<file path="src/common/radio_params.svh">
`ifndef RADIO_PARAMS_SVH
`define RADIO_PARAMS_SVH

// ========================================
// Bus widths
// ========================================
`define RADIO_BYTE_W          8       // SPI and SMI byte
`define RADIO_IOC_W           5       // Register number within a module
`define RADIO_SAMPLE_W        32      // One I/Q word

// ========================================
// LVDS framing
// ========================================
`define RADIO_PAIRS_PER_WORD  16      // DDR pairs in one sample word
`define RADIO_SYNC_PAIR       2'b10   // First pair of every word

// Sample buffer
`define RADIO_FIFO_DEPTH      8       // Words, keep a power of two

// ========================================
// Fixed register values
// ========================================
`define RADIO_VERSION         8'h02
`define RADIO_RESERVED_READ   8'hA5   // Returned for module select 3

`endif
</file>
<file path="src/common/radio_pkg.sv">
`include "radio_params.svh"

package radio_pkg;

  // Module select, bits 6:5 of the SPI command byte
  typedef enum logic [1:0] {
    MOD_SYS  = 2'd0,  // Version and scratch
    MOD_IO   = 2'd1,  // RF mode, mixer, board status
    MOD_SMI  = 2'd2,  // Channel, direction, FIFO status
    MOD_RSVD = 2'd3   // Nothing behind it
  } reg_module_t;

  // RF front-end operating mode
  typedef enum logic [2:0] {
    RF_LOWPWR = 3'd0,  // Everything off
    RF_BYPASS = 3'd1,
    RF_RX_LP  = 3'd2,  // Receive through the low-pass leg
    RF_RX_HP  = 3'd3,  // Receive through the high-pass leg
    RF_TX_LP  = 3'd4,
    RF_TX_HP  = 3'd5
  } rf_mode_t;

  // I in the upper half, Q in the lower half
  typedef logic [`RADIO_SAMPLE_W-1:0] sample_t;

  // Bit 1 is the 0 deg bit and bit 0 the 180 deg bit
  typedef logic [1:0] ddr_pair_t;

endpackage

</file>
<file path="src/hw/smi_reader.sv">
`include "radio_params.svh"

module smi_reader import radio_pkg::*; (
  input  logic                     i_glob_clock,
  input  logic                     i_rst_b,
  input  logic                     i_smi_soe_se,   // Host read strobe
  input  logic                     i_dir,
  input  sample_t                  i_head,
  input  logic                     i_empty,
  output logic                     o_pop,
  output logic [`RADIO_BYTE_W-1:0] o_smi_data,
  output logic                     o_smi_data_oe,
  output logic                     o_smi_read_req
);

  logic [2:0] r_soe_sync;   // Two sync flops plus edge history
  logic [1:0] r_byte_idx;   // Byte of the head word on the bus
  logic       w_strobe;

  assign w_strobe = r_soe_sync[1] && !r_soe_sync[2];  // Rising strobe

  always_ff @(posedge i_glob_clock) begin
    if (!i_rst_b) begin
      r_soe_sync <= '0;
      r_byte_idx <= 2'd3;  // MSB byte first
    end else begin
      r_soe_sync <= {r_soe_sync[1:0], i_smi_soe_se};
      if (w_strobe && o_smi_read_req) begin
        r_byte_idx <= r_byte_idx - 2'd1;  // 0 wraps back to 3
      end
    end
  end

  // Last byte taken so release the word
  assign o_pop          = w_strobe && o_smi_read_req && (r_byte_idx == 2'd0);
  assign o_smi_data     = i_head[{r_byte_idx, 3'b000} +: `RADIO_BYTE_W];
  assign o_smi_data_oe  = i_dir;
  assign o_smi_read_req = i_dir && !i_empty;

endmodule

</file>
<file path="config.mk">
export PLATFORM = sky130hd
export DESIGN_NAME = smi_reader
export DESIGN_NICKNAME = d
export VERILOG_FILES = /design/src/common/radio_pkg.sv /design/src/hw/smi_reader.sv
export VERILOG_INCLUDE_DIRS = /design/src /design/src/common
export SDC_FILE = /design/constraint.sdc
export NUM_CORES = 1
export LEC_CHECK = 0
export ABC_AREA = 1
export CAP_MARGIN = 20
export CORE_AREA = 2 2 39 41
export CTS_CLUSTER_DIAMETER = 80
export DETAILED_ROUTE_END_ITERATION = 7
export DIE_AREA = 0 0 41 43
export DONT_BUFFER_PORTS = 1
export GPL_TIMING_DRIVEN = 0
export RECOVER_POWER = 25
export SLEW_MARGIN = 20
export SYNTH_ARGS = -nofsm -noshare
export SYNTH_HDL_FRONTEND = slang
export SYNTH_SLANG_ARGS = --single-unit
</file>
<file path="constraint.sdc">
create_clock -name i_glob_clock -period 2.8 [get_ports i_glob_clock]
set_clock_uncertainty 0.05 [all_clocks]
set_input_delay 0.42 -clock i_glob_clock [delete_from_list [all_inputs] [get_ports i_glob_clock]]
set_output_delay 0.42 -clock i_glob_clock [all_outputs]
set_load 0.01 [all_outputs]
</file>
==> flow_summary.yaml <==
layout:
  finalNonFillerCells: 109
  nets: 132
  fill_cells: 158
  drive_above_1_share_pct: 11.8
  diodes: 0
  area_growth_pct: 8.43
setup_path:
  timing.rr.start: "r_byte_idx[1]"
  arrival_ns: 1.25
  critPathSlowestCell: "dfxtp_1"
  rrSetupSlack_ns: 1.56
  worstSetupPathType: "reg -> out"
  reg2reg_depth: 6
  crit_path_max_incr_delay_ns: 0.29
  worstSetupEndpointType: "output port"
  critPathLaunchType: "flip-flop"
  cp-startpoint: "r_byte_idx[1]"
  cp.required_ns: 2.33
  endpoint: "o_pop"
  path_cells: "buf_2 -> inv_2 -> ha_1 -> inv_1 -> nor2_1"
  reg2reg_to: "r_byte_idx[1]"
  path_max_fanout: 10
clock_network:
  clock-sinks: 5
  cts_max_level: 1
  cts_buffers: 3
  hold_buffers: 0
  post-cts-setup-buffers: 0
  clk_latency_ns: 0.25
  clkTransAtPathRegs_ns: 0.04
  cts_resized: 0
  cts_max_path_buffers: 2
  clockRootBuffer: "clkbuf_4"
  tritoncts: "done"
floorplanning:
  fp.dieH_um: 43
  die_area_mm2: 0.00176
  rows: 14
  coreArea_mm2: 0.00138
  die_w_um: 41
  ios: 48
  initial_core_util_pct: 37.5
sta:
  rsz0062_at_grt: "false"
  worstMarginPinSlew_ns: 0.233
  achievable-frequency_mhz: 582
  setup_viol: 0
  hold_viol_final: 0
  fin_crit_ns: 1.72
  slew_headroom_pct: 84.4
  slew_viol_final: 0
  period_share_pct: 61.3
  tns_ns: 0
yosys:
  syn_nets: 127
  synthesis.area_um2: 519
  yosysSeqAreaShare_pct: 19.3
  netlist-cell-type-count: 12
  yosysWarnings: 0
  syn_inst: 89
  synth.largest_area_cell: "o211ai_1"
  synth_top_area_share_pct: 23.1
  synthTopCellsByArea: "o211ai_1 23%, nand2_1 22%, dfxtp_1 19%, inv_1 17%, buf_6 6.5%"
  ys_seq_elements: 5
  synth_area_per_cell_um2: 5.83
detailed_routing:
  first_pass_iters: 3
  wl_per_cell_um: 10.6
  drt_wl_total_mm: 1.15
  drc: 0
  antenna_left: 0
  drtIter0Drc: 15
  viasPerCell: 4.85
  vias: 529
global_routing:
  globalRouteTotalUtil_pct: 12.5
  grt_max_degree: 11
  grt_pass1_vias: 370
  grt_pass1_wl_mm: 1.54
  antenna_found_initial: 0
  grt-ovfl-total: 0
placed_design:
  place_inst: 105
  io_buffer_count: 0
  hpwl_um: 928
  gp_congestion: 0.715
job:
  maxCapViolCount: 0
power_and_ir_drop:
  max-vdd-ir-drop_mv: 0.262
  power_density_mw_per_mm2: 347
  power.leakage_nw: 0.307
hold_path:
  worstHoldPathType: "in -> reg"
run_status:
  outcome: "complete, no violations"
metrics by stage:
step / power, mW / worst slack, ns / utilization [%] / cell area [um2] / hold slack [ns]
after floorplan: 0.109 / 1.42 / - / 519 / 0.336
after global placement: 0.113 / 1.33 / 39.0 / 539 / 0.344
after detailed placement: 0.113 / 1.32 / 39.0 / 539 / 0.350
after CTS: 0.200 / 1.06 / 41.0 / 567 / 0.207
after global routing: 0.208 / 1.02 / 40.7 / 563 / 0.204
final: 0.195 / 1.08 / 40.7 / 563 / 0.212
report_power, final:
part	internal, mW	switching [mW]	total, mW	leakage (nW)
combinational	0.0135	0.0230	0.0365	0.249
sequential	0.0737	0.000813	0.0745	0.0410
clock	0.0518	0.0327	0.0845	0.0177
placed cells by master, fill, tap and decap left out, types with 2 or more instances in the layout:
| cell type | n |
|---|---|
| buf_6 | 3 |
| clkbuf_4 | 3 |
| dfxtp_1 | 5 |
| inv_1 | 23 |
| inv_2 | 2 |
| nand2_1 | 30 |
| nand3_1 | 4 |
| nor2_1 | 2 |
| o211ai_1 | 16 |
layer usage:
layer  wire [um]  track usage [%]  vias to the layer above
met5           0                0                        -
met3         126             7.85                        0
met4           0             2.00                        0
met1         496             15.2                      216
met2         531             18.4                       29
li1            -                -                      284
how the worst min path moves through the flow:
| stage | startpoint | to | slack, ns | depth (start not counted) |
|---|---|---|---|---|
| after floorplan | r_soe_sync[0] | r_soe_sync[1] | 0.34 | 2 |
| after global placement | r_soe_sync[0] | r_soe_sync[1] | 0.34 | 2 |
| after detailed placement | r_soe_sync[0] | r_soe_sync[1] | 0.35 | 2 |
| after CTS | i_rst_b | r_soe_sync[0] | 0.21 | 2 |
| after global routing | i_rst_b | r_soe_sync[0] | 0.20 | 2 |
| final | i_rst_b | r_byte_idx[1] | 0.21 | 1 |
synth_stat cells:
master / n
inv_2: 2
nor2_1: 2
inv_1: 23
nand3_1: 4
buf_4: 1
buf_2: 1
buf_6: 3
nand2_1: 30
ha_1: 1
dfxtp_1: 5
o211ai_1: 16
nor2_2: 1
logic make-up after synthesis:
logic type / after synthesis / share of synthesized area, %
AO/OA/AOI/OAI: 16 / 23.1
adder cells (fa/ha/maj): 1 / 2.41
AND/OR/NAND/NOR: 37 / 28.2
buffers and inverters: 30 / 27.0
flip-flops: 5 / 19.3
sequential cells by signal, summed over array words and instances, names as in the netlist:
| name | cells |
|---|---|
| r_byte_idx | 2 |
| r_soe_sync | 3 |
worst max-delay path, delay by kind of cell (launching register included):
family	cells	cell delay (ns)
and+or+nand+nor	1	0.19
buffers and inverters	3	0.36
DFF	1	0.29
adders and majority gates	1	0.16
layout make-up:
| type | count | area, um2 | area share, % |
|---|---|---|---|
| Sequential cell | 5 | 100 | 17.8 |
| Clock inverter | 1 | 5.00 | 0.889 |
| Clock buffer | 3 | 22.5 | 4.00 |
| Buffer | 5 | 42.5 | 7.56 |
| Inverter | 25 | 93.8 | 16.7 |
| Multi-Input combinational cell | 54 | 279 | 49.6 |
| Tap cell | 16 | 20.0 | 3.56 |
Note: power is estimated with default switching activity, not from simulation.
