File: config.mk
export PLATFORM = sky130hd
export DESIGN_NAME = lvds_rx_deser
export DESIGN_NICKNAME = d
export VERILOG_FILES = /design/src/common/radio_pkg.sv /design/src/rx/lvds_rx_deser.sv
export VERILOG_INCLUDE_DIRS = /design/src /design/src/common
export SDC_FILE = /design/constraint.sdc
export NUM_CORES = 1
export LEC_CHECK = 0
export ABC_AREA = 1
export ABC_CLOCK_PERIOD_IN_PS = 1900
export BUFFER_PORTS_ARGS = -buffer_cell sky130_fd_sc_hd__buf_2
export CORE_UTILIZATION = 33
export DETAILED_ROUTE_END_ITERATION = 6
export HOLD_SLACK_MARGIN = 0.08
export PLACE_DENSITY = 0.67
export SKIP_CTS_REPAIR_TIMING = 1
export SLEW_MARGIN = 10
export SYNTH_ARGS = -nofsm -noshare
export SYNTH_HDL_FRONTEND = slang
export SYNTH_SLANG_ARGS = --single-unit
File: constraint.sdc
create_clock -name i_glob_clock -period 1.9 [get_ports i_glob_clock]
set_input_delay 0.095 -clock i_glob_clock [delete_from_list [all_inputs] [get_ports i_glob_clock]]
set_output_delay 0.095 -clock i_glob_clock [all_outputs]
set_load 0.005 [all_outputs]
File: src/common/radio_params.svh
`ifndef RADIO_PARAMS_SVH
`define RADIO_PARAMS_SVH

// ========================================
// Bus widths
// ========================================
`define RADIO_BYTE_W          8       // SPI and SMI byte
`define RADIO_IOC_W           5       // Register number within a module
`define RADIO_SAMPLE_W        32      // One I/Q word

// ========================================
// LVDS framing
// ========================================
`define RADIO_PAIRS_PER_WORD  16      // DDR pairs in one sample word
`define RADIO_SYNC_PAIR       2'b10   // First pair of every word

// Sample buffer
`define RADIO_FIFO_DEPTH      8       // Words, keep a power of two

// ========================================
// Fixed register values
// ========================================
`define RADIO_VERSION         8'h02
`define RADIO_RESERVED_READ   8'hA5   // Returned for module select 3

`endif
File: src/common/radio_pkg.sv
`include "radio_params.svh"

package radio_pkg;

  // Module select, bits 6:5 of the SPI command byte
  typedef enum logic [1:0] {
    MOD_SYS  = 2'd0,  // Version and scratch
    MOD_IO   = 2'd1,  // RF mode, mixer, board status
    MOD_SMI  = 2'd2,  // Channel, direction, FIFO status
    MOD_RSVD = 2'd3   // Nothing behind it
  } reg_module_t;

  // RF front-end operating mode
  typedef enum logic [2:0] {
    RF_LOWPWR = 3'd0,  // Everything off
    RF_BYPASS = 3'd1,
    RF_RX_LP  = 3'd2,  // Receive through the low-pass leg
    RF_RX_HP  = 3'd3,  // Receive through the high-pass leg
    RF_TX_LP  = 3'd4,
    RF_TX_HP  = 3'd5
  } rf_mode_t;

  // I in the upper half, Q in the lower half
  typedef logic [`RADIO_SAMPLE_W-1:0] sample_t;

  // Bit 1 is the 0 deg bit and bit 0 the 180 deg bit
  typedef logic [1:0] ddr_pair_t;

endpackage

File: src/rx/lvds_rx_deser.sv
`include "radio_params.svh"

module lvds_rx_deser import radio_pkg::*; (
  input  logic      i_glob_clock,
  input  logic      i_rst_b,
  input  ddr_pair_t i_pair,   // One DDR pair per clock
  output logic      o_push,   // Word complete
  output sample_t   o_word
);

  localparam int CNT_W = $clog2(`RADIO_PAIRS_PER_WORD);

  typedef enum logic {
    ST_IDLE,     // Hunting for the sync pair
    ST_COLLECT   // Taking the remaining pairs
  } state_t;

  state_t           r_state;
  logic [CNT_W-1:0] r_pair_cnt;  // Pairs already in the word

  always_ff @(posedge i_glob_clock) begin
    if (!i_rst_b) begin
      r_state    <= ST_IDLE;
      r_pair_cnt <= '0;
      o_push     <= 1'b0;
    end else begin
      o_push <= 1'b0;
      case (r_state)
        ST_IDLE: begin
          if (i_pair == `RADIO_SYNC_PAIR) begin
            r_state    <= ST_COLLECT;
            r_pair_cnt <= CNT_W'(1);  // Sync counts as pair 1
          end
        end
        ST_COLLECT: begin
          r_pair_cnt <= r_pair_cnt + 1'b1;
          if (r_pair_cnt == CNT_W'(`RADIO_PAIRS_PER_WORD - 1)) begin
            r_state <= ST_IDLE;  // Back-to-back words are fine
            o_push  <= 1'b1;
          end
        end
        default: r_state <= ST_IDLE;
      endcase
    end
  end

  // Free-running shifter, after 16 pairs the sync pair sits in bits 31:30
  always_ff @(posedge i_glob_clock) begin
    o_word <= {o_word[`RADIO_SAMPLE_W-3:0], i_pair};
  end

endmodule

==> metrics.txt <==
# TYPE chip_impl_metric gauge
chip_impl_info{name="tritoncts_clock_tree",value="yes"} 1
chip_impl_metric{name="finalHoldViolations",unit=""} 0
chip_impl_metric{name="hold_slack",unit="ns"} 0.346
chip_impl_metric{name="critPathArrivalTime",unit="ns"} 1.19
chip_impl_metric{name="area_growth",unit="%"} 36.4
chip_impl_metric{name="place_hpwl",unit="um"} 1000
chip_impl_metric{name="drv_slew",unit=""} 0
chip_impl_metric{name="path_clk_slew",unit="ns"} 0.10
chip_impl_metric{name="synth.ff_latch_count",unit=""} 38
chip_impl_metric{name="rows",unit=""} 18
chip_impl_info{name="netlist_top_cells_area",value="dfxtp_1, nand2_1, a21oi_1"} 1
chip_impl_metric{name="path_buf_inv",unit=""} 0
chip_impl_metric{name="clock_tree.buffer_depth",unit=""} 2
chip_impl_metric{name="die_height",unit="um"} 54.3
chip_impl_metric{name="setup.reg_to_reg.worst_slack",unit="ns"} 0.94
chip_impl_metric{name="postRouteWirelength",unit="um"} 1400
chip_impl_metric{name="timing.critical_path.fanout_max",unit=""} 4
chip_impl_metric{name="worst_path_largest_cell_delay",unit="ns"} 0.35
chip_impl_metric{name="wire_length_of_the_first_global_routing_pass",unit="um"} 1990
chip_impl_metric{name="starting_density_of_the_core",unit="%"} 35.8
chip_impl_info{name="criticalPathCategory",value="flop to flop"} 1
chip_impl_metric{name="cts_htree_levels",unit=""} 2
chip_impl_metric{name="nNetsFinal",unit=""} 117
chip_impl_metric{name="finalSetupViolations",unit=""} 0
chip_impl_metric{name="drt_first_iter_violations",unit=""} 3
chip_impl_info{name="cp-start-kind",value="flop"} 1
chip_impl_metric{name="worst_slew_pin_slew",unit="ns"} 0.223
chip_impl_metric{name="period_share",unit="%"} 50.4
chip_impl_metric{name="yosysSeqAreaShare",unit="%"} 84.2
chip_impl_info{name="status",value="finished, final reports clean"} 1
chip_impl_metric{name="synth_area",unit="um^2"} 903
chip_impl_metric{name="pin_count",unit=""} 37
chip_impl_info{name="synth_largest_area_cell",value="dfxtp_1"} 1
chip_impl_metric{name="power.density",unit="nW/um^2"} 1190
chip_impl_metric{name="fp.dieW",unit="um"} 54.3
chip_impl_metric{name="cp_data_required_time",unit="ns"} 2.13
chip_impl_metric{name="vias_in_the_first_global_route",unit=""} 467
chip_impl_metric{name="drv.max_cap_violation_count",unit=""} 0
chip_impl_metric{name="netlist_instances",unit=""} 66
chip_impl_info{name="worst_path_cell_chain",value="ha_1 > a21oi_1 > nor3_2"} 1
chip_impl_metric{name="global_route.overflow_total",unit=""} 0
chip_impl_metric{name="yosys.area.top_type_share",unit="%"} 84.2
chip_impl_metric{name="power.static_leakage",unit="uW"} 0.000590
chip_impl_info{name="hold_path_class",value="flop to flop"} 1
chip_impl_metric{name="nFillCells",unit=""} 243
chip_impl_metric{name="routedWlPerCell",unit="um"} 9.85
chip_impl_metric{name="synth_warnings",unit=""} 0
chip_impl_metric{name="antenna_violating_nets_post_route",unit=""} 0
chip_impl_metric{name="routed-via-count",unit=""} 594
chip_impl_metric{name="vias_per_cell",unit=""} 4.18
chip_impl_info{name="crit_path_top_delay_cell",value="dfxtp_1"} 1
chip_impl_metric{name="syn_nets",unit=""} 71
chip_impl_metric{name="grt_antenna_before_repair",unit=""} 0
chip_impl_info{name="cp_top_family",value="flip-flops"} 1
chip_impl_metric{name="drt-pass1-iter-count",unit=""} 4
chip_impl_metric{name="cts_num_sinks",unit=""} 38
chip_impl_metric{name="worst_relative_slew_slack",unit="%"} 85.1
chip_impl_metric{name="setup_tns",unit="ns"} 0
chip_impl_metric{name="clock.fmax",unit="MHz"} 1040
chip_impl_info{name="rsz0062_at_grt",value="no"} 1
chip_impl_info{name="root_buffer_cell",value="clkbuf_4"} 1
chip_impl_metric{name="place_congestion",unit=""} 0.688
chip_impl_metric{name="worst_ir_drop_vdd",unit="mV"} 0.781
chip_impl_metric{name="numPortBuffers",unit=""} 36
chip_impl_info{name="critPathCaptureType",value="flop"} 1
chip_impl_metric{name="clkLatencyLatePin",unit="ns"} 0.33
chip_impl_metric{name="finalCriticalPeriod",unit="ns"} 0.958
chip_impl_metric{name="floorplan.die_area",unit="um^2"} 2950
chip_impl_metric{name="antenna_cells",unit=""} 0
chip_impl_metric{name="drc",unit=""} 0
chip_impl_metric{name="synth.distinct_cells",unit=""} 14
chip_impl_metric{name="avgSynthCellArea",unit="um^2"} 13.7
chip_impl_metric{name="post_route_cells_drive_above_1_share",unit="%"} 42.0
chip_impl_metric{name="fp.coreArea",unit="um^2"} 2520
chip_impl_metric{name="worst_clock_skew",unit="ns"} 0.00643
chip_impl_metric{name="cts-buffers-inserted",unit=""} 5
chip_impl_metric{name="grt_overall_usage",unit="%"} 10.7
chip_impl_metric{name="grt_max_degree",unit=""} 12
-- cell type report --
| class | instances | area (um^2) | area share [%] |
|---|---|---|---|
| Sequential cell | 38 | 761 | 61.7 |
| Timing Repair Buffer | 39 | 210 | 17.1 |
| Multi-Input combinational cell | 24 | 128 | 10.4 |
| Clock buffer | 6 | 51.3 | 4.16 |
| Tap cell | 30 | 37.5 | 3.05 |
| Clock inverter | 1 | 30.0 | 2.44 |
| Inverter | 4 | 15.0 | 1.22 |
-- cell usage after synthesis --
cell type   n
nor2_2      1
nand4_1     1
a21oi_1     4
nand2_1     9
o21ai_0     1
inv_1       3
nor2_1      1
dfxtp_1    38
nor3_1      1
ha_1        1
inv_2       1
nand3_2     1
nand3_1     3
nor3_2      1
-- sequential cells by signal, summed over array words and instances, names as in the netlist --
name        cells
o_push          1
r_state         1
o_word         32
r_pair_cnt      4
-- final timing paths --
check                      from            end  depth (start not counted)
setup / recovery  r_pair_cnt[0]  r_pair_cnt[2]                          3
hold / removal       o_word[11]     o_word[13]                          0
setup reg to reg  r_pair_cnt[0]  r_pair_cnt[2]                          3
hold reg to reg      o_word[11]     o_word[13]                          0
-- where the power goes --
| part | switching, uW | total, uW | internal [uW] |
|---|---|---|---|
| clock | 237 | 543 | 306 |
| sequential | 18.6 | 856 | 837 |
| combinational | 29.9 | 64.5 | 34.7 |
-- stage by stage --
stage | cell area, um^2 | cells | util, % | power [uW] | worst slack, ns
after floorplan | 903 | 66 | - | 892 | 1.04
after global placement | 1120 | 132 | 44.4 | 933 | 1.02
after detailed placement | 1120 | 132 | 44.4 | 936 | 0.963
after CTS | 1200 | 139 | 47.7 | 1480 | 0.948
after global routing | 1230 | 142 | 48.9 | 1530 | 0.887
final | 1230 | 142 | 48.9 | 1460 | 0.942
-- kinds of logic (layout without fill, tap and decap cells) --
group	count (synthesis)	after routing	share of synthesized area, %
DFF	38	38	84.2
and+or+nand+nor	18	18	9.97
AOI/OAI and AO/OA	5	5	2.77
buffers and inverters	4	50	1.66
adders and majority gates	1	1	1.38
-- layout by cell type, fill, tap and decap left out --
master,count
buf_2,36
inv_2,1
nand2_1,9
nor2_1,1
nand3_1,3
inv_1,3
o21ai_0,1
ha_1,1
nand3_2,1
nor2_2,1
a21oi_1,4
dfxtp_1,38
nor3_2,1
clkbuf_4,5
bufinv_16,1
nand4_1,1
dlygate4sd3_1,3
nor3_1,1
clkbuf_8,1
-- metal layers --
metal  track usage (%)  wire, um
met1              10.4       638
met2              14.6       555
met3              8.33       162
met4              8.97        42
met5                 0         0
No activity file was read; power rests on OpenSTA's default activity.
