===== src/common/radio_params.svh =====
`ifndef RADIO_PARAMS_SVH
`define RADIO_PARAMS_SVH

// ========================================
// Bus widths
// ========================================
`define RADIO_BYTE_W          8       // SPI and SMI byte
`define RADIO_IOC_W           5       // Register number within a module
`define RADIO_SAMPLE_W        32      // One I/Q word

// ========================================
// LVDS framing
// ========================================
`define RADIO_PAIRS_PER_WORD  16      // DDR pairs in one sample word
`define RADIO_SYNC_PAIR       2'b10   // First pair of every word

// Sample buffer
`define RADIO_FIFO_DEPTH      8       // Words, keep a power of two

// ========================================
// Fixed register values
// ========================================
`define RADIO_VERSION         8'h02
`define RADIO_RESERVED_READ   8'hA5   // Returned for module select 3

`endif

===== src/common/radio_pkg.sv =====
`include "radio_params.svh"

package radio_pkg;

  // Module select, bits 6:5 of the SPI command byte
  typedef enum logic [1:0] {
    MOD_SYS  = 2'd0,  // Version and scratch
    MOD_IO   = 2'd1,  // RF mode, mixer, board status
    MOD_SMI  = 2'd2,  // Channel, direction, FIFO status
    MOD_RSVD = 2'd3   // Nothing behind it
  } reg_module_t;

  // RF front-end operating mode
  typedef enum logic [2:0] {
    RF_LOWPWR = 3'd0,  // Everything off
    RF_BYPASS = 3'd1,
    RF_RX_LP  = 3'd2,  // Receive through the low-pass leg
    RF_RX_HP  = 3'd3,  // Receive through the high-pass leg
    RF_TX_LP  = 3'd4,
    RF_TX_HP  = 3'd5
  } rf_mode_t;

  // I in the upper half, Q in the lower half
  typedef logic [`RADIO_SAMPLE_W-1:0] sample_t;

  // Bit 1 is the 0 deg bit and bit 0 the 180 deg bit
  typedef logic [1:0] ddr_pair_t;

endpackage


===== src/common/reg_bus_if.sv =====
`include "radio_params.svh"

// Register access path from the SPI slave into the register block
interface reg_bus_if import radio_pkg::*; ();

  reg_module_t              mod_sel;  // Target module
  logic [`RADIO_IOC_W-1:0]  ioc;      // Register number
  logic [`RADIO_BYTE_W-1:0] wdata;    // Valid with load
  logic [`RADIO_BYTE_W-1:0] rdata;    // Registered one edge after fetch
  logic                     load;     // Single-cycle write strobe
  logic                     fetch;    // Single-cycle read request

  modport master (
    output mod_sel, ioc, wdata, load, fetch,
    input  rdata
  );

  modport slave (
    input  mod_sel, ioc, wdata, load, fetch,
    output rdata
  );

endinterface


===== src/hw/spi_slave.sv =====
`include "radio_params.svh"

module spi_slave import radio_pkg::*; (
  input  logic      i_glob_clock,
  input  logic      i_rst_b,
  input  logic      i_sck,
  input  logic      i_mosi,
  input  logic      i_ss,
  output logic      o_miso,
  reg_bus_if.master bus
);

  // ========================================
  // Pin synchronizers and SCK edges
  // ========================================
  logic [2:0] r_sck_sync;   // Two sync flops plus edge history
  logic [1:0] r_mosi_sync;
  logic [1:0] r_ss_sync;
  logic       w_sck_rise;
  logic       w_sck_fall;
  logic       w_ss_active;

  assign w_sck_rise  = r_sck_sync[1] && !r_sck_sync[2];
  assign w_sck_fall  = !r_sck_sync[1] && r_sck_sync[2];
  assign w_ss_active = !r_ss_sync[1];  // Select is active low

  // ========================================
  // Frame state
  // ========================================
  logic [3:0]               r_bit_cnt;    // Position in the 16-bit frame
  logic [2:0]               r_byte_dly;   // Byte-complete delay line
  logic                     r_is_write;   // Bit 7 of the command, 1 = write
  logic [`RADIO_BYTE_W-1:0] r_shift_in;
  logic [`RADIO_BYTE_W-1:0] r_shift_out;
  logic                     w_byte_end;
  logic                     w_first_byte;

  assign w_byte_end   = w_sck_rise && (r_bit_cnt[2:0] == 3'd7);
  assign w_first_byte = r_bit_cnt[3];  // Counter sits at 8..15 after the command

  always_ff @(posedge i_glob_clock) begin
    if (!i_rst_b) begin
      r_sck_sync  <= '0;
      r_mosi_sync <= '0;
      r_ss_sync   <= 2'b11;  // Deselected
      r_bit_cnt   <= '0;
      r_byte_dly  <= '0;
      r_is_write  <= 1'b0;
      r_shift_out <= '0;
    end else begin
      r_sck_sync  <= {r_sck_sync[1:0], i_sck};
      r_mosi_sync <= {r_mosi_sync[0], i_mosi};
      r_ss_sync   <= {r_ss_sync[0], i_ss};
      r_byte_dly  <= {r_byte_dly[1:0], w_byte_end};

      if (!w_ss_active) begin
        r_bit_cnt <= '0;  // Realign on every new frame
      end else if (w_sck_rise) begin
        r_bit_cnt <= r_bit_cnt + 4'd1;
      end

      if (r_byte_dly[0] && w_first_byte) begin
        r_is_write <= r_shift_in[7];
      end

      // MISO changes on falling SCK, the master samples on rising
      if (w_sck_fall) begin
        if (r_bit_cnt == 4'd8) begin
          r_shift_out <= bus.rdata;  // First fall of the data byte
        end else begin
          r_shift_out <= {r_shift_out[`RADIO_BYTE_W-2:0], 1'b0};
        end
      end
    end
  end

  // MOSI shifter and command fields
  always_ff @(posedge i_glob_clock) begin
    if (w_sck_rise) begin
      r_shift_in <= {r_shift_in[`RADIO_BYTE_W-2:0], r_mosi_sync[1]};  // MSB first
    end
    if (r_byte_dly[0] && w_first_byte) begin
      bus.mod_sel <= reg_module_t'(r_shift_in[6:5]);
      bus.ioc     <= r_shift_in[4:0];
    end
  end

  // Strobes land 3 cycles after the SCK rise that closes the byte
  assign bus.load  = r_byte_dly[2] && !w_first_byte && r_is_write;
  assign bus.fetch = r_byte_dly[2] && w_first_byte && !r_is_write;
  assign bus.wdata = r_shift_in;  // Data byte, stable until the next SCK rise
  assign o_miso    = r_shift_out[`RADIO_BYTE_W-1];

endmodule


===== src/flat_wrapper.sv =====
// flat-port wrapper written by rule: the top's interface ports become plain ports
module spi_slave_flat import radio_pkg::*;
  (i_glob_clock, i_rst_b, i_sck, i_mosi, i_ss, o_miso, bus_mod_sel, bus_ioc, bus_wdata, bus_load, bus_fetch, bus_rdata);
  reg_bus_if bus_i ();
  input  logic i_glob_clock;
  input  logic i_rst_b;
  input  logic i_sck;
  input  logic i_mosi;
  input  logic i_ss;
  output logic o_miso;
  output wire logic [$bits(bus_i.mod_sel)-1:0] bus_mod_sel;
  output wire logic [$bits(bus_i.ioc)-1:0] bus_ioc;
  output wire logic [$bits(bus_i.wdata)-1:0] bus_wdata;
  output wire logic [$bits(bus_i.load)-1:0] bus_load;
  output wire logic [$bits(bus_i.fetch)-1:0] bus_fetch;
  input wire logic [$bits(bus_i.rdata)-1:0] bus_rdata;
  assign bus_mod_sel = bus_i.mod_sel;
  assign bus_ioc = bus_i.ioc;
  assign bus_wdata = bus_i.wdata;
  assign bus_load = bus_i.load;
  assign bus_fetch = bus_i.fetch;
  assign bus_i.rdata = bus_rdata;
  spi_slave u_core (.i_glob_clock(i_glob_clock), .i_rst_b(i_rst_b), .i_sck(i_sck), .i_mosi(i_mosi), .i_ss(i_ss), .o_miso(o_miso), .bus(bus_i));
endmodule

===== config.mk =====
export PLATFORM = sky130hd
export DESIGN_NAME = spi_slave_flat
export DESIGN_NICKNAME = d
export VERILOG_FILES = /design/src/common/radio_pkg.sv /design/src/common/reg_bus_if.sv /design/src/hw/spi_slave.sv /design/src/flat_wrapper.sv
export VERILOG_INCLUDE_DIRS = /design/src /design/src/common
export SDC_FILE = /design/constraint.sdc
export NUM_CORES = 1
export LEC_CHECK = 0
export BUFFER_PORTS_ARGS = -buffer_cell sky130_fd_sc_hd__buf_4
export CAP_MARGIN = 25
export CORE_UTILIZATION = 55
export DETAILED_ROUTE_END_ITERATION = 8
export PLACE_DENSITY = 0.81
export SYNTH_ARGS = -nofsm -noshare
export SYNTH_HDL_FRONTEND = slang
export SYNTH_SLANG_ARGS = --single-unit

===== constraint.sdc =====
create_clock -name i_glob_clock -period 2.3 [get_ports i_glob_clock]
set_input_delay 0.115 -clock i_glob_clock [delete_from_list [all_inputs] [get_ports i_glob_clock]]
set_output_delay 0.115 -clock i_glob_clock [all_outputs]
set_load 0.03 [all_outputs]

==> run_results.csv <==
group,metric,value,unit
outcome,status,"complete, no violations",
drt,vias,895,
worst_setup_path,cp.arrival,1.56,ns
cts,htree_num_levels,2,
floorplan,die_x,51.2,um
cts,root_buffer,"clkbuf_4",
global_route,grt_pass1_wl,3.47,mm
drt,wl,2.13,mm
drt,firstDrtPassIters,3,
drt,vias_per_cell,5.11,
cts,cts_inserted_buffers,5,
cts,post_cts_resized,0,
global_route,overflow,0,
finish,synthToLayoutAreaGrowth,23.8,%
min_path,min_path_type,"in -> reg",
placed_design,place_area,0.00157,mm^2
logic_synthesis,syn_area,0.00133,mm^2
placed_design,portBuffers,30,
pwr,power.density,669,mW/mm^2
placed_design,dp_cells,164,
finish,final_common_cell,"buf_4",
placed_design,dpl.hpwl,1.47,mm
pwr,p_leak,0.637,nW
floorplan,ios,31,
worst_setup_path,cp_max_fo,12,
timing,post-route-period-util,57.7,%
worst_setup_path,path_class,"reg -> reg",
min_path,holdPathStages,3,
finish,nNetsFinal,162,
logic_synthesis,postSynthAreaPerCell,12.1,um^2
drt,drt_iter0_markers,14,
worst_setup_path,worst_r2r_path_depth,4,
cts,clockBufferDepth,2,
cts,tritoncts,"yes",
drt,drc_errors,0,
finish,final_cell_mix,"30 x buf_4, 23 x dfxtp_1, 15 x nand2_1, 15 x edfxtp_1",
worst_setup_path,reg2reg_to,"u_core.r_bit_cnt[0]$_SDFFE_PP0P_",
pwr,ir_worst_vdd,571,uV
drt,ant_nets,0,
drt,wire_per_inst,12.2,um
timing,setup_viol,0,
logic_synthesis,ys_ff_latch,38,
global_route,track_usage,19.6,%
run,drv_cap,0,
timing,timing.hold.ws,0.0354,ns
timing,finalHoldViolCount,0,
cts,worst_skew_pair.late_latency,0.34,ns
worst_setup_path,end_kind,"flip-flop",
global_route,antenna_found_initial,0,
global_route,grt_pass1_vias,760,
worst_setup_path,crit_required,2.54,ns
finish,n_antenna_cell,0,
logic_synthesis,yosysSeqAreaShare,68.4,%
worst_setup_path,r2r-start,"u_core.r_sck_sync[2]$_SDFF_PN0_",
timing,rsz0062_at_grt,"no",
global_route,grt_max_degree,21,
logic_synthesis,synth_warnings,0,
finish,design_area,0.00165,mm^2
timing,tightest_slew,0.487,ns
logic_synthesis,synth_nets,126,
placed_design,routabilityCongestion,0.701,
timing,slew_violations,0,
finish,drive_above_1_share,25.2,%
timing,timing.setup.tns,0,ns
timing,skew,0.00854,ns
cts,clk_pin_slew,0.11,ns
floorplan,start_util,59.1,%
worst_setup_path,startpoint_type,"flip-flop",
floorplan,die-area,0.00262,mm^2
floorplan,core,0.00225,mm^2
finish,fin_cells,175,
worst_setup_path,rrSetupSlack,0.97,ns
logic_synthesis,yosysUniqueCellTypes,24,
worst_setup_path,cp-startpoint,"u_core.r_sck_sync[2]$_SDFF_PN0_",
worst_setup_path,crit_end,"u_core.r_bit_cnt[0]$_SDFFE_PP0P_",
timing,max_slew_margin,67.4,%
floorplan,num_rows,17,
timing,min_period,1.33,ns
cts,clkSinkCount,38,
logic_synthesis,synthCells,110,
timing,timing.fmax,754,MHz
floorplan,die_h,51.2,um
## how the worst min path moves through the flow
stage	slack, ns	to	startpoint
5_1_grt	0.03	u_core.r_shift_out[6]$_SDFFE_PN0P_	bus_rdata[6]
6_report	0.04	u_core.r_shift_out[6]$_SDFFE_PN0P_	bus_rdata[6]
4_1_cts	0.02	u_core.r_shift_out[3]$_SDFFE_PN0P_	bus_rdata[3]
3_3_place_gp	0.30	u_core.r_ss_sync[0]$_SDFF_PN1_	i_ss
3_5_place_dp	0.30	u_core.r_ss_sync[0]$_SDFF_PN1_	i_ss
2_1_floorplan	0.22	u_core.r_ss_sync[0]$_SDFF_PN1_	i_ss
## layout make-up
class / instances / area, um^2
sequential: 38 / 911
timing repair buffer: 33 / 255
clock inverter: 2 / 8.76
multi-input combinational: 65 / 388
clock buffer: 6 / 41.3
tap: 28 / 35.0
fill: 168 / 604
inverter: 3 / 11.3
## cell families after synthesis
logic type               after synthesis  share of synthesized area, %
adder cells (fa/ha/maj)                3                          2.82
multiplexers                           3                          2.25
buffers and inverters                  7                          2.54
AO/OA/AOI/OAI                         17                          7.23
flip-flops                            38                          68.4
AND/OR/NAND/NOR                       41                          16.2
XOR/XNOR                               1                         0.657
## metrics by stage
step	setup slack (ns)	utilization [%]	power (mW)
3_5_place_dp	1.01	69.6	0.796
3_3_place_gp	1.05	69.6	0.794
6_report	0.973	73.2	1.10
2_1_floorplan	1.14	-	0.767
4_1_cts	0.970	73.2	1.11
5_1_grt	0.865	73.2	1.14
## report_power, final
part	switching, mW	leakage [nW]	internal (mW)
clock network	0.205	0.0297	0.115
registers	0.00761	0.323	0.714
logic	0.0314	0.284	0.0316
## worst max-delay path, stage by stage (launching register included)
cell,delay [ns]
dfxtp_1,0.34
nand2b_1,0.14
clkinv_1,0.37
xnor2_1,0.32
nor2_1,0.06
## flip-flops by register name (all words and copies together) (netlist names)
register / count
u_core.r_shift_out: 8
u_core.r_is_write: 1
u_core.bus.ioc: 5
u_core.r_byte_dly: 3
u_core.r_sck_sync: 3
u_core.r_mosi_sync: 2
u_core.r_ss_sync: 2
u_core.bus.mod_sel: 2
u_core.bus.wdata: 8
u_core.r_bit_cnt: 4
## cells in the mapped netlist, drive strengths merged
cell type  instances  area, um^2
a21boi             1        7.51
clkinv             1        3.75
and2               8        50.1
and3               1        6.26
mux2i              3        30.0
nor2               4        15.0
nand3              2        10.0
dfxtp             23         460
and3b              2        17.5
a21oi              1        5.00
xnor2              1        8.76
nor2b              2        15.0
inv                2        7.51
nand2b             5        31.3
buf                2        15.0
clkbuf             2        7.51
nand3b             1        7.51
ha                 3        37.5
nand2             15        56.3
o21ai              8        40.0
or3                1        6.26
a31oi              7        43.8
edfxtp            15         450
## metal layers
layer	vias up	track usage (%)	share of wire, %
li1	452	-	-
met1	406	23.6	46
met2	29	28.9	46
met3	8	9.23	6.2
met4	0	10.8	2.4
met5	-	0	0
## what timing repair did
item,4_1_cts,5_1_grt
hold endpoints to repair,3,0
buffers inserted,0,0
hold buffers,3,0
(Power assumes the default switching activity.)
