### src/common/radio_params.svh
`ifndef RADIO_PARAMS_SVH
`define RADIO_PARAMS_SVH

// ========================================
// Bus widths
// ========================================
`define RADIO_BYTE_W          8       // SPI and SMI byte
`define RADIO_IOC_W           5       // Register number within a module
`define RADIO_SAMPLE_W        32      // One I/Q word

// ========================================
// LVDS framing
// ========================================
`define RADIO_PAIRS_PER_WORD  16      // DDR pairs in one sample word
`define RADIO_SYNC_PAIR       2'b10   // First pair of every word

// Sample buffer
`define RADIO_FIFO_DEPTH      8       // Words, keep a power of two

// ========================================
// Fixed register values
// ========================================
`define RADIO_VERSION         8'h02
`define RADIO_RESERVED_READ   8'hA5   // Returned for module select 3

`endif
### src/common/radio_pkg.sv
`include "radio_params.svh"

package radio_pkg;

  // Module select, bits 6:5 of the SPI command byte
  typedef enum logic [1:0] {
    MOD_SYS  = 2'd0,  // Version and scratch
    MOD_IO   = 2'd1,  // RF mode, mixer, board status
    MOD_SMI  = 2'd2,  // Channel, direction, FIFO status
    MOD_RSVD = 2'd3   // Nothing behind it
  } reg_module_t;

  // RF front-end operating mode
  typedef enum logic [2:0] {
    RF_LOWPWR = 3'd0,  // Everything off
    RF_BYPASS = 3'd1,
    RF_RX_LP  = 3'd2,  // Receive through the low-pass leg
    RF_RX_HP  = 3'd3,  // Receive through the high-pass leg
    RF_TX_LP  = 3'd4,
    RF_TX_HP  = 3'd5
  } rf_mode_t;

  // I in the upper half, Q in the lower half
  typedef logic [`RADIO_SAMPLE_W-1:0] sample_t;

  // Bit 1 is the 0 deg bit and bit 0 the 180 deg bit
  typedef logic [1:0] ddr_pair_t;

endpackage

### src/rx/sample_fifo.sv
`include "radio_params.svh"

module sample_fifo import radio_pkg::*; (
  input  logic    i_glob_clock,
  input  logic    i_rst_b,
  input  logic    i_push,
  input  sample_t i_word,
  input  logic    i_pop,
  output sample_t o_head,   // Show-ahead, valid while not empty
  output logic    o_empty
);

  localparam int PTR_W = $clog2(`RADIO_FIFO_DEPTH);

  sample_t          r_mem [`RADIO_FIFO_DEPTH];
  logic [PTR_W-1:0] r_wr_ptr;   // Wraps on its own since depth is 2^n
  logic [PTR_W-1:0] r_rd_ptr;
  logic [PTR_W:0]   r_count;
  logic             w_full;
  logic             w_do_push;
  logic             w_do_pop;

  assign w_full    = (r_count == (PTR_W + 1)'(`RADIO_FIFO_DEPTH));
  assign o_empty   = (r_count == '0);
  assign w_do_push = i_push && !w_full;   // Word is lost when full
  assign w_do_pop  = i_pop && !o_empty;
  assign o_head    = r_mem[r_rd_ptr];

  always_ff @(posedge i_glob_clock) begin
    if (!i_rst_b) begin
      r_wr_ptr <= '0;
      r_rd_ptr <= '0;
      r_count  <= '0;
    end else begin
      if (w_do_push) r_wr_ptr <= r_wr_ptr + 1'b1;
      if (w_do_pop)  r_rd_ptr <= r_rd_ptr + 1'b1;
      case ({w_do_push, w_do_pop})
        2'b10:   r_count <= r_count + 1'b1;
        2'b01:   r_count <= r_count - 1'b1;
        default: ;  // Both or neither keeps the level
      endcase
    end
  end

  // Storage
  always_ff @(posedge i_glob_clock) begin
    if (w_do_push) r_mem[r_wr_ptr] <= i_word;
  end

endmodule

### config.mk
export PLATFORM = sky130hd
export DESIGN_NAME = sample_fifo
export DESIGN_NICKNAME = d
export VERILOG_FILES = /design/src/common/radio_pkg.sv /design/src/rx/sample_fifo.sv
export VERILOG_INCLUDE_DIRS = /design/src /design/src/common
export SDC_FILE = /design/constraint.sdc
export NUM_CORES = 1
export LEC_CHECK = 0
export BUFFER_PORTS_ARGS = -buffer_cell sky130_fd_sc_hd__buf_4
export CAP_MARGIN = 20
export CORE_ASPECT_RATIO = 1.75
export CORE_MARGIN = 3
export CORE_UTILIZATION = 40
export DETAILED_ROUTE_END_ITERATION = 7
export SETUP_SLACK_MARGIN = 0.2
export SYNTH_ARGS = -nofsm -noshare
export SYNTH_HDL_FRONTEND = slang
export SYNTH_SLANG_ARGS = --single-unit
### constraint.sdc
create_clock -name i_glob_clock -period 4.3 [get_ports i_glob_clock]
set_input_delay 0.215 -clock i_glob_clock [delete_from_list [all_inputs] [get_ports i_glob_clock]]
set_output_delay 0.215 -clock i_glob_clock [all_outputs]
set_load 0.01 [all_outputs]
==> results.toml, run 1 <==
[timing]
worst_hold_slack_ps = 20.0
setup_tns_ps = 0
min_period_ps = 2890
period_share_pct = 67.2
rsz0062_at_grt = "false"
max_slew_margin_pct = 33.4
fin_skew_ps = 8.20
fmax_mhz = 346
fin_ws_ps = 1410
hold_viol = 0
slew_violations = 0
tightest_slew_ps = 999
setup-violations-final = 0

[floorplan]
die-area_um2 = 27700
io_pins = 69
rows = 77
start_util_pct = 40.6
coreArea_um2 = 25300
die_x_um = 127
die_h_um = 218

[placed_design]
placed_area_um2 = 11300
pre_cts_slack_ps = 1470
dp_hpwl_mm = 11.5
numPortBuffers = 68
place_congestion = 0.734
dp_cells = 818

[status]
outcome = "complete, no violations"

[cells_and_area]
fillCellCount = 2059
design_area_um2 = 12400
antenna_cells = 0
syn2layout_area_growth_pct = 20.2
layout-drive-gt1-share_pct = 38.8
final-instance-count-excl-fill = 891
final_util_pct = 48.8
multiInputGateArea_um2 = 2270
seq_area_um2 = 7950
final_nets = 601

[synthesis]
syn_nets = 486
synth.largest_area_cell = "edfxtp_1"
synth_area_per_cell_um2 = 23.1
yosysWarnings = 0
yosys.area.top_type_share_pct = 74.8
synth-edff-count = 256
syn_inst = 445
synth-seq-area-share_pct = 77.3
synth_area_um2 = 10300
synthTopCellsByArea = "edfxtp_1 (75%), mux4_2 (14%), mux2_2 (3.6%)"
synthMostInstantiatedCell = "edfxtp_1"
ys_dominant_reg_cell = "edfxtp_1"
async_reset_ff_share_pct = 0
ys_types = 34
ys_ff_latch = 269
ys_top_cells_by_count = "edfxtp_1 (256), mux4_2 (64), mux2_2 (33)"

[cts]
ctsLongestPathBuffers = 3
cts_resized = 0
ctsHoldBuffers = 32
clock_tree.root_cell = "clkbuf_16"
path_clk_slew_ps = 60
htree_levels = 1
cts_sinks = 269
cts_setup_buffers = 0
cts_made_buffers = 23
cts_tree = "yes"
clock_latency_ps = 510

[drt]
wl_per_cell_um = 21.8
detailedRoute.firstIterationViolations = 389
num_vias = 4701
drtAntennaViolNets = 0
firstDrtPassIters = 4
wirelength_mm = 19.5
avgViaCountPerCell = 5.28
route.detailed.drc = 0

[global_routing]
grt_pass1_wl_mm = 30.1
grt_start_max_net_pins = 65
grt_pass1_vias = 5212
grt_usage_pct = 14.3
overflow = 0
antenna_found_initial = 0

[hold_path]
hp-class = "input port to register"

[critical_path]
crit_buf_inv = 0
path_cells = "o41ai_4, ha_1, xor2_1, ha_1, a21oi_1, xor2_1, or3_1, a21boi_0"
crit_fanout = 11
endpoint_kind = "register"
path_class = "register to register"
critical_path_required_ps = 4710
cp_top_family = "compound AO/OA/AOI/OAI gates"
slowest_delay_ps = 860
slowest_stage = "o41ai_4"
cp-start-kind = "register"
arrival_ps = 3300

[flow_run]
maxCapViolations = 0

[power_and_ir_drop]
power_frac_clock_pct = 30.3
p_switching_mw = 1.68
total_power_mw = 6.78
p_int_mw = 5.11
power.leakage_nw = 3.95
netSwitchingFraction_pct = 24.7
combPwrFrac_pct = 22.9
power_density_nw_per_um2 = 549
peakVddDrop_mv = 0.350
pwr-share-seq_pct = 46.8
[path summary, 6_finish.rpt]
check	slack, ps	startpoint	to	cells after the start
worst min register to register	510	r_count[3]	r_count[3]	2
worst max register to register	1410	r_count[1]	r_count[2]	8
worst max-delay path	1410	r_count[1]	r_count[2]	8
worst min-delay path	20	i_rst_b	register	2
[cell families (layout without fill, tap and decap cells)]
logic type	count (synthesis)	in the layout	synth area share (%)
multiplexers	101	101	18.0
XOR/XNOR	6	6	0.511
flip-flops	269	269	77.3
AND/OR/NAND/NOR	29	29	1.51
buffers and inverters	26	156	1.19
AO/OA/AOI/OAI	9	9	0.864
adder cells (fa/ha/maj)	5	5	0.608
[area by class of cell]
| class | count | area share [%] |
|---|---|---|
| clock buffer | 30 | 4.95 |
| clock inverter | 10 | 1.03 |
| inverter | 3 | 0.0911 |
| multi-input combinational | 150 | 18.4 |
| sequential | 269 | 64.4 |
| tap | 316 | 3.20 |
| timing repair buffer | 113 | 7.98 |
[layer usage]
| metal | track usage [%] | vias to the layer above | wire (um) |
|---|---|---|---|
| li1 | - | 2087 | - |
| met1 | 16.7 | 2494 | 7440 |
| met2 | 26.8 | 87 | 10900 |
| met3 | 1.74 | 33 | 536 |
| met4 | 5.26 | 0 | 551 |
| met5 | 0 | - | 0 |
[worst reg2reg max path, stage by stage (launching register included)]
cell	delay, ps
dfxtp_1	410
o41ai_4	860
ha_1	400
xor2_1	180
ha_1	170
a21oi_1	50
xor2_1	170
or3_1	320
a21boi_0	240
[flip-flops by register name, indices dropped and copies added, names as in the netlist, named ones only]
signal    cells
r_count       4
r_mem       256
r_wr_ptr      3
r_rd_ptr      3
[power by group through the flow]
stage | Sequential [mW] | Combinational (mW) | Clock [mW]
after floorplan | 3.17 | 1.06 | 0
after global placement | 3.32 | 1.42 | 0
after CTS | 3.28 | 1.48 | 2.11
final | 3.17 | 1.56 | 2.05
after detailed placement | 3.34 | 1.45 | 0
after global routing | 3.19 | 1.69 | 2.21
[layout by cell type, fill, tap and decap left out, types with 4 or more instances in the layout]
master / Yosys / routed
ha_1: 5 / 5
mux2_2: 33 / 33
mux4_2: 64 / 64
mux2i_1: 4 / 4
nor3_2: 0 / 4
clkbuf_1: 11 / 6
clkbuf_16: 0 / 23
dlygate4sd3_1: 0 / 32
edfxtp_1: 256 / 256
nand2_1: 6 / 6
buf_4: 2 / 77
and2_1: 5 / 5
dfxtp_1: 13 / 10
Power figures use the tool's default switching activity.
==> run 2: changes to the inputs <==
clock period = 2.66 ns   (was 4.3 ns; I/O delays follow)
==> results.toml, run 2 (synthesized netlist as in run 1, its figures left out) <==
[status]
outcome = "complete, no violations"

[global_routing]
overflow = 0
grt_pass1_vias = 5166
grt_pass1_wl_mm = 31.2
antenna_found_initial = 0
grt_start_max_net_pins = 45
grt_usage_pct = 14.8

[floorplan]
die_h_um = 218
rows = 77
io_pins = 69
coreArea_um2 = 25300
start_util_pct = 40.6
die-area_um2 = 27700
die_x_um = 127

[cells_and_area]
largest_register_ffs = 256
final_util_pct = 49.3
final_common_cell = "edfxtp_1"
reg.largest.list = "r_mem: 256 flops, r_count: 4 flops"
max_flop_register = "r_mem"
antenna_cells = 0
most-common-layout-cells = "edfxtp_1 (256), buf_4 (88), mux4_2 (64), mux2_2 (33), dlygate4sd3_1 (33)"
final_nets = 614
layout-drive-gt1-share_pct = 40.0
syn2layout_area_growth_pct = 21.4

[flow_run]
maxCapViolations = 0

[cts]
cts_made_buffers = 24
clock_tree.root_cell = "clkbuf_16"
cts_sinks = 269
htree_levels = 1
ctsLongestPathBuffers = 3
path_clk_slew_ps = 60
cts_tree = "yes"
clock_latency_ps = 520

[hold_path]
min_to = "r_wr_ptr[2]"
holdPathStages = 4
timing.hold.worst.start = "i_push"
hp-class = "input port to register"

[critical_path]
arrival_ps = 2820
rr_endpoint = "r_count[2]"
critical_path_required_ps = 3100
endpoint_kind = "register"
cp-start-kind = "register"
reg2reg_from = "r_count[2]"
reg2reg_slack_ps = 280
crit_fanout = 8
reg2reg_depth = 8
path_class = "register to register"

[timing]
setup-violations-final = 0
period_share_pct = 89.4
slew_violations = 0
min_period_ps = 2380
fmax_mhz = 420
max_slew_margin_pct = 58.3
hold_viol = 0
setup_tns_ps = 0
fin_skew_ps = 6.33
tightest_slew_ps = 626
rsz0062_at_grt = "true"

[drt]
detailedRoute.firstIterationViolations = 374
num_vias = 4694
wl_per_cell_um = 22.2
avgViaCountPerCell = 5.20
route.detailed.drc = 0
drtAntennaViolNets = 0
wirelength_mm = 20.1
firstDrtPassIters = 7

[placed_design]
place_congestion = 0.683
dp_hpwl_mm = 12.0
numPortBuffers = 68

[power_and_ir_drop]
peakVddDrop_mv = 0.495
power_density_nw_per_um2 = 896
power.leakage_nw = 4.03
[run 2: cell count changes in the layout (fill, tap and decap cells not counted), moves of 2 or more]
cell,before,now
buf_4,77,88
clkbuf_16,23,25
clkinv_1,2,5
clkinv_2,3,1
[run 2: area by class of cell]
cell class,count,area (um2)
Clock inverter,10,121
Timing Repair Buffer,125,1060
Tap cell,316,395
Sequential cell,269,7950
Multi-Input combinational cell,150,2290
Clock buffer,30,644
Inverter,3,11.3
Fill cell,2017,12900
[run 2: metrics by stage]
step	cells	setup slack [ps]	power [mW]	cell area, um2	hold WS (ps)
floorplan	445	-721	6.85	10300	232
global placement	828	343	7.76	11300	362
detailed placement	828	150	7.84	11300	372
CTS	903	208	11.3	12500	96.8
global route	903	172	11.7	12500	136
finish	903	281	11.2	12500	116
[run 2: power breakdown]
part | internal, mW | leakage [nW] | switching, mW
Clock | 1.99 | 0.368 | 1.42
Combinational | 1.44 | 1.23 | 1.20
Sequential | 4.97 | 2.43 | 0.166
Total | 8.40 | 4.03 | 2.78
[run 2: worst max-delay path, stage by stage (launching register included)]
cell	delay [ps]
dfxtp_1	400
o41a_1	470
ha_1	290
xor2_1	180
ha_1	190
a21oi_1	170
xor2_1	100
or3_1	310
a21boi_1	180
[run 2: routing by layer]
layer  vias up  track usage [%]  share of wire [%]
li1       2115                -                  -
met1      2454             17.6                 38
met2        97             27.7                 56
met3        28             1.71                3.4
met4         0             4.90                2.1
met5         -                0                  0
[run 2: how the worst max path moves through the flow]
stage | from | end | slack (ps) | cells after the start
after detailed placement | r_count[1] | r_count[2] | 150 | 8
after CTS | r_count[1] | r_count[3] | 210 | 6
after global routing | r_count[1] | r_count[3] | 170 | 6
final | r_count[2] | r_count[2] | 280 | 8
after floorplan | r_count[0] | r_mem[2][0] | -720 | 3
after global placement | r_count[1] | r_count[2] | 340 | 8
[run 2: timing repair]
action                                  CTS  global route
hold buffers                             33             0
hold endpoints to repair                269             0
endpoints found under the setup margin   17             4
gates cloned                              0             0
resized for setup                         0             5
pin swaps                                 1             0
buffers inserted                          2             0
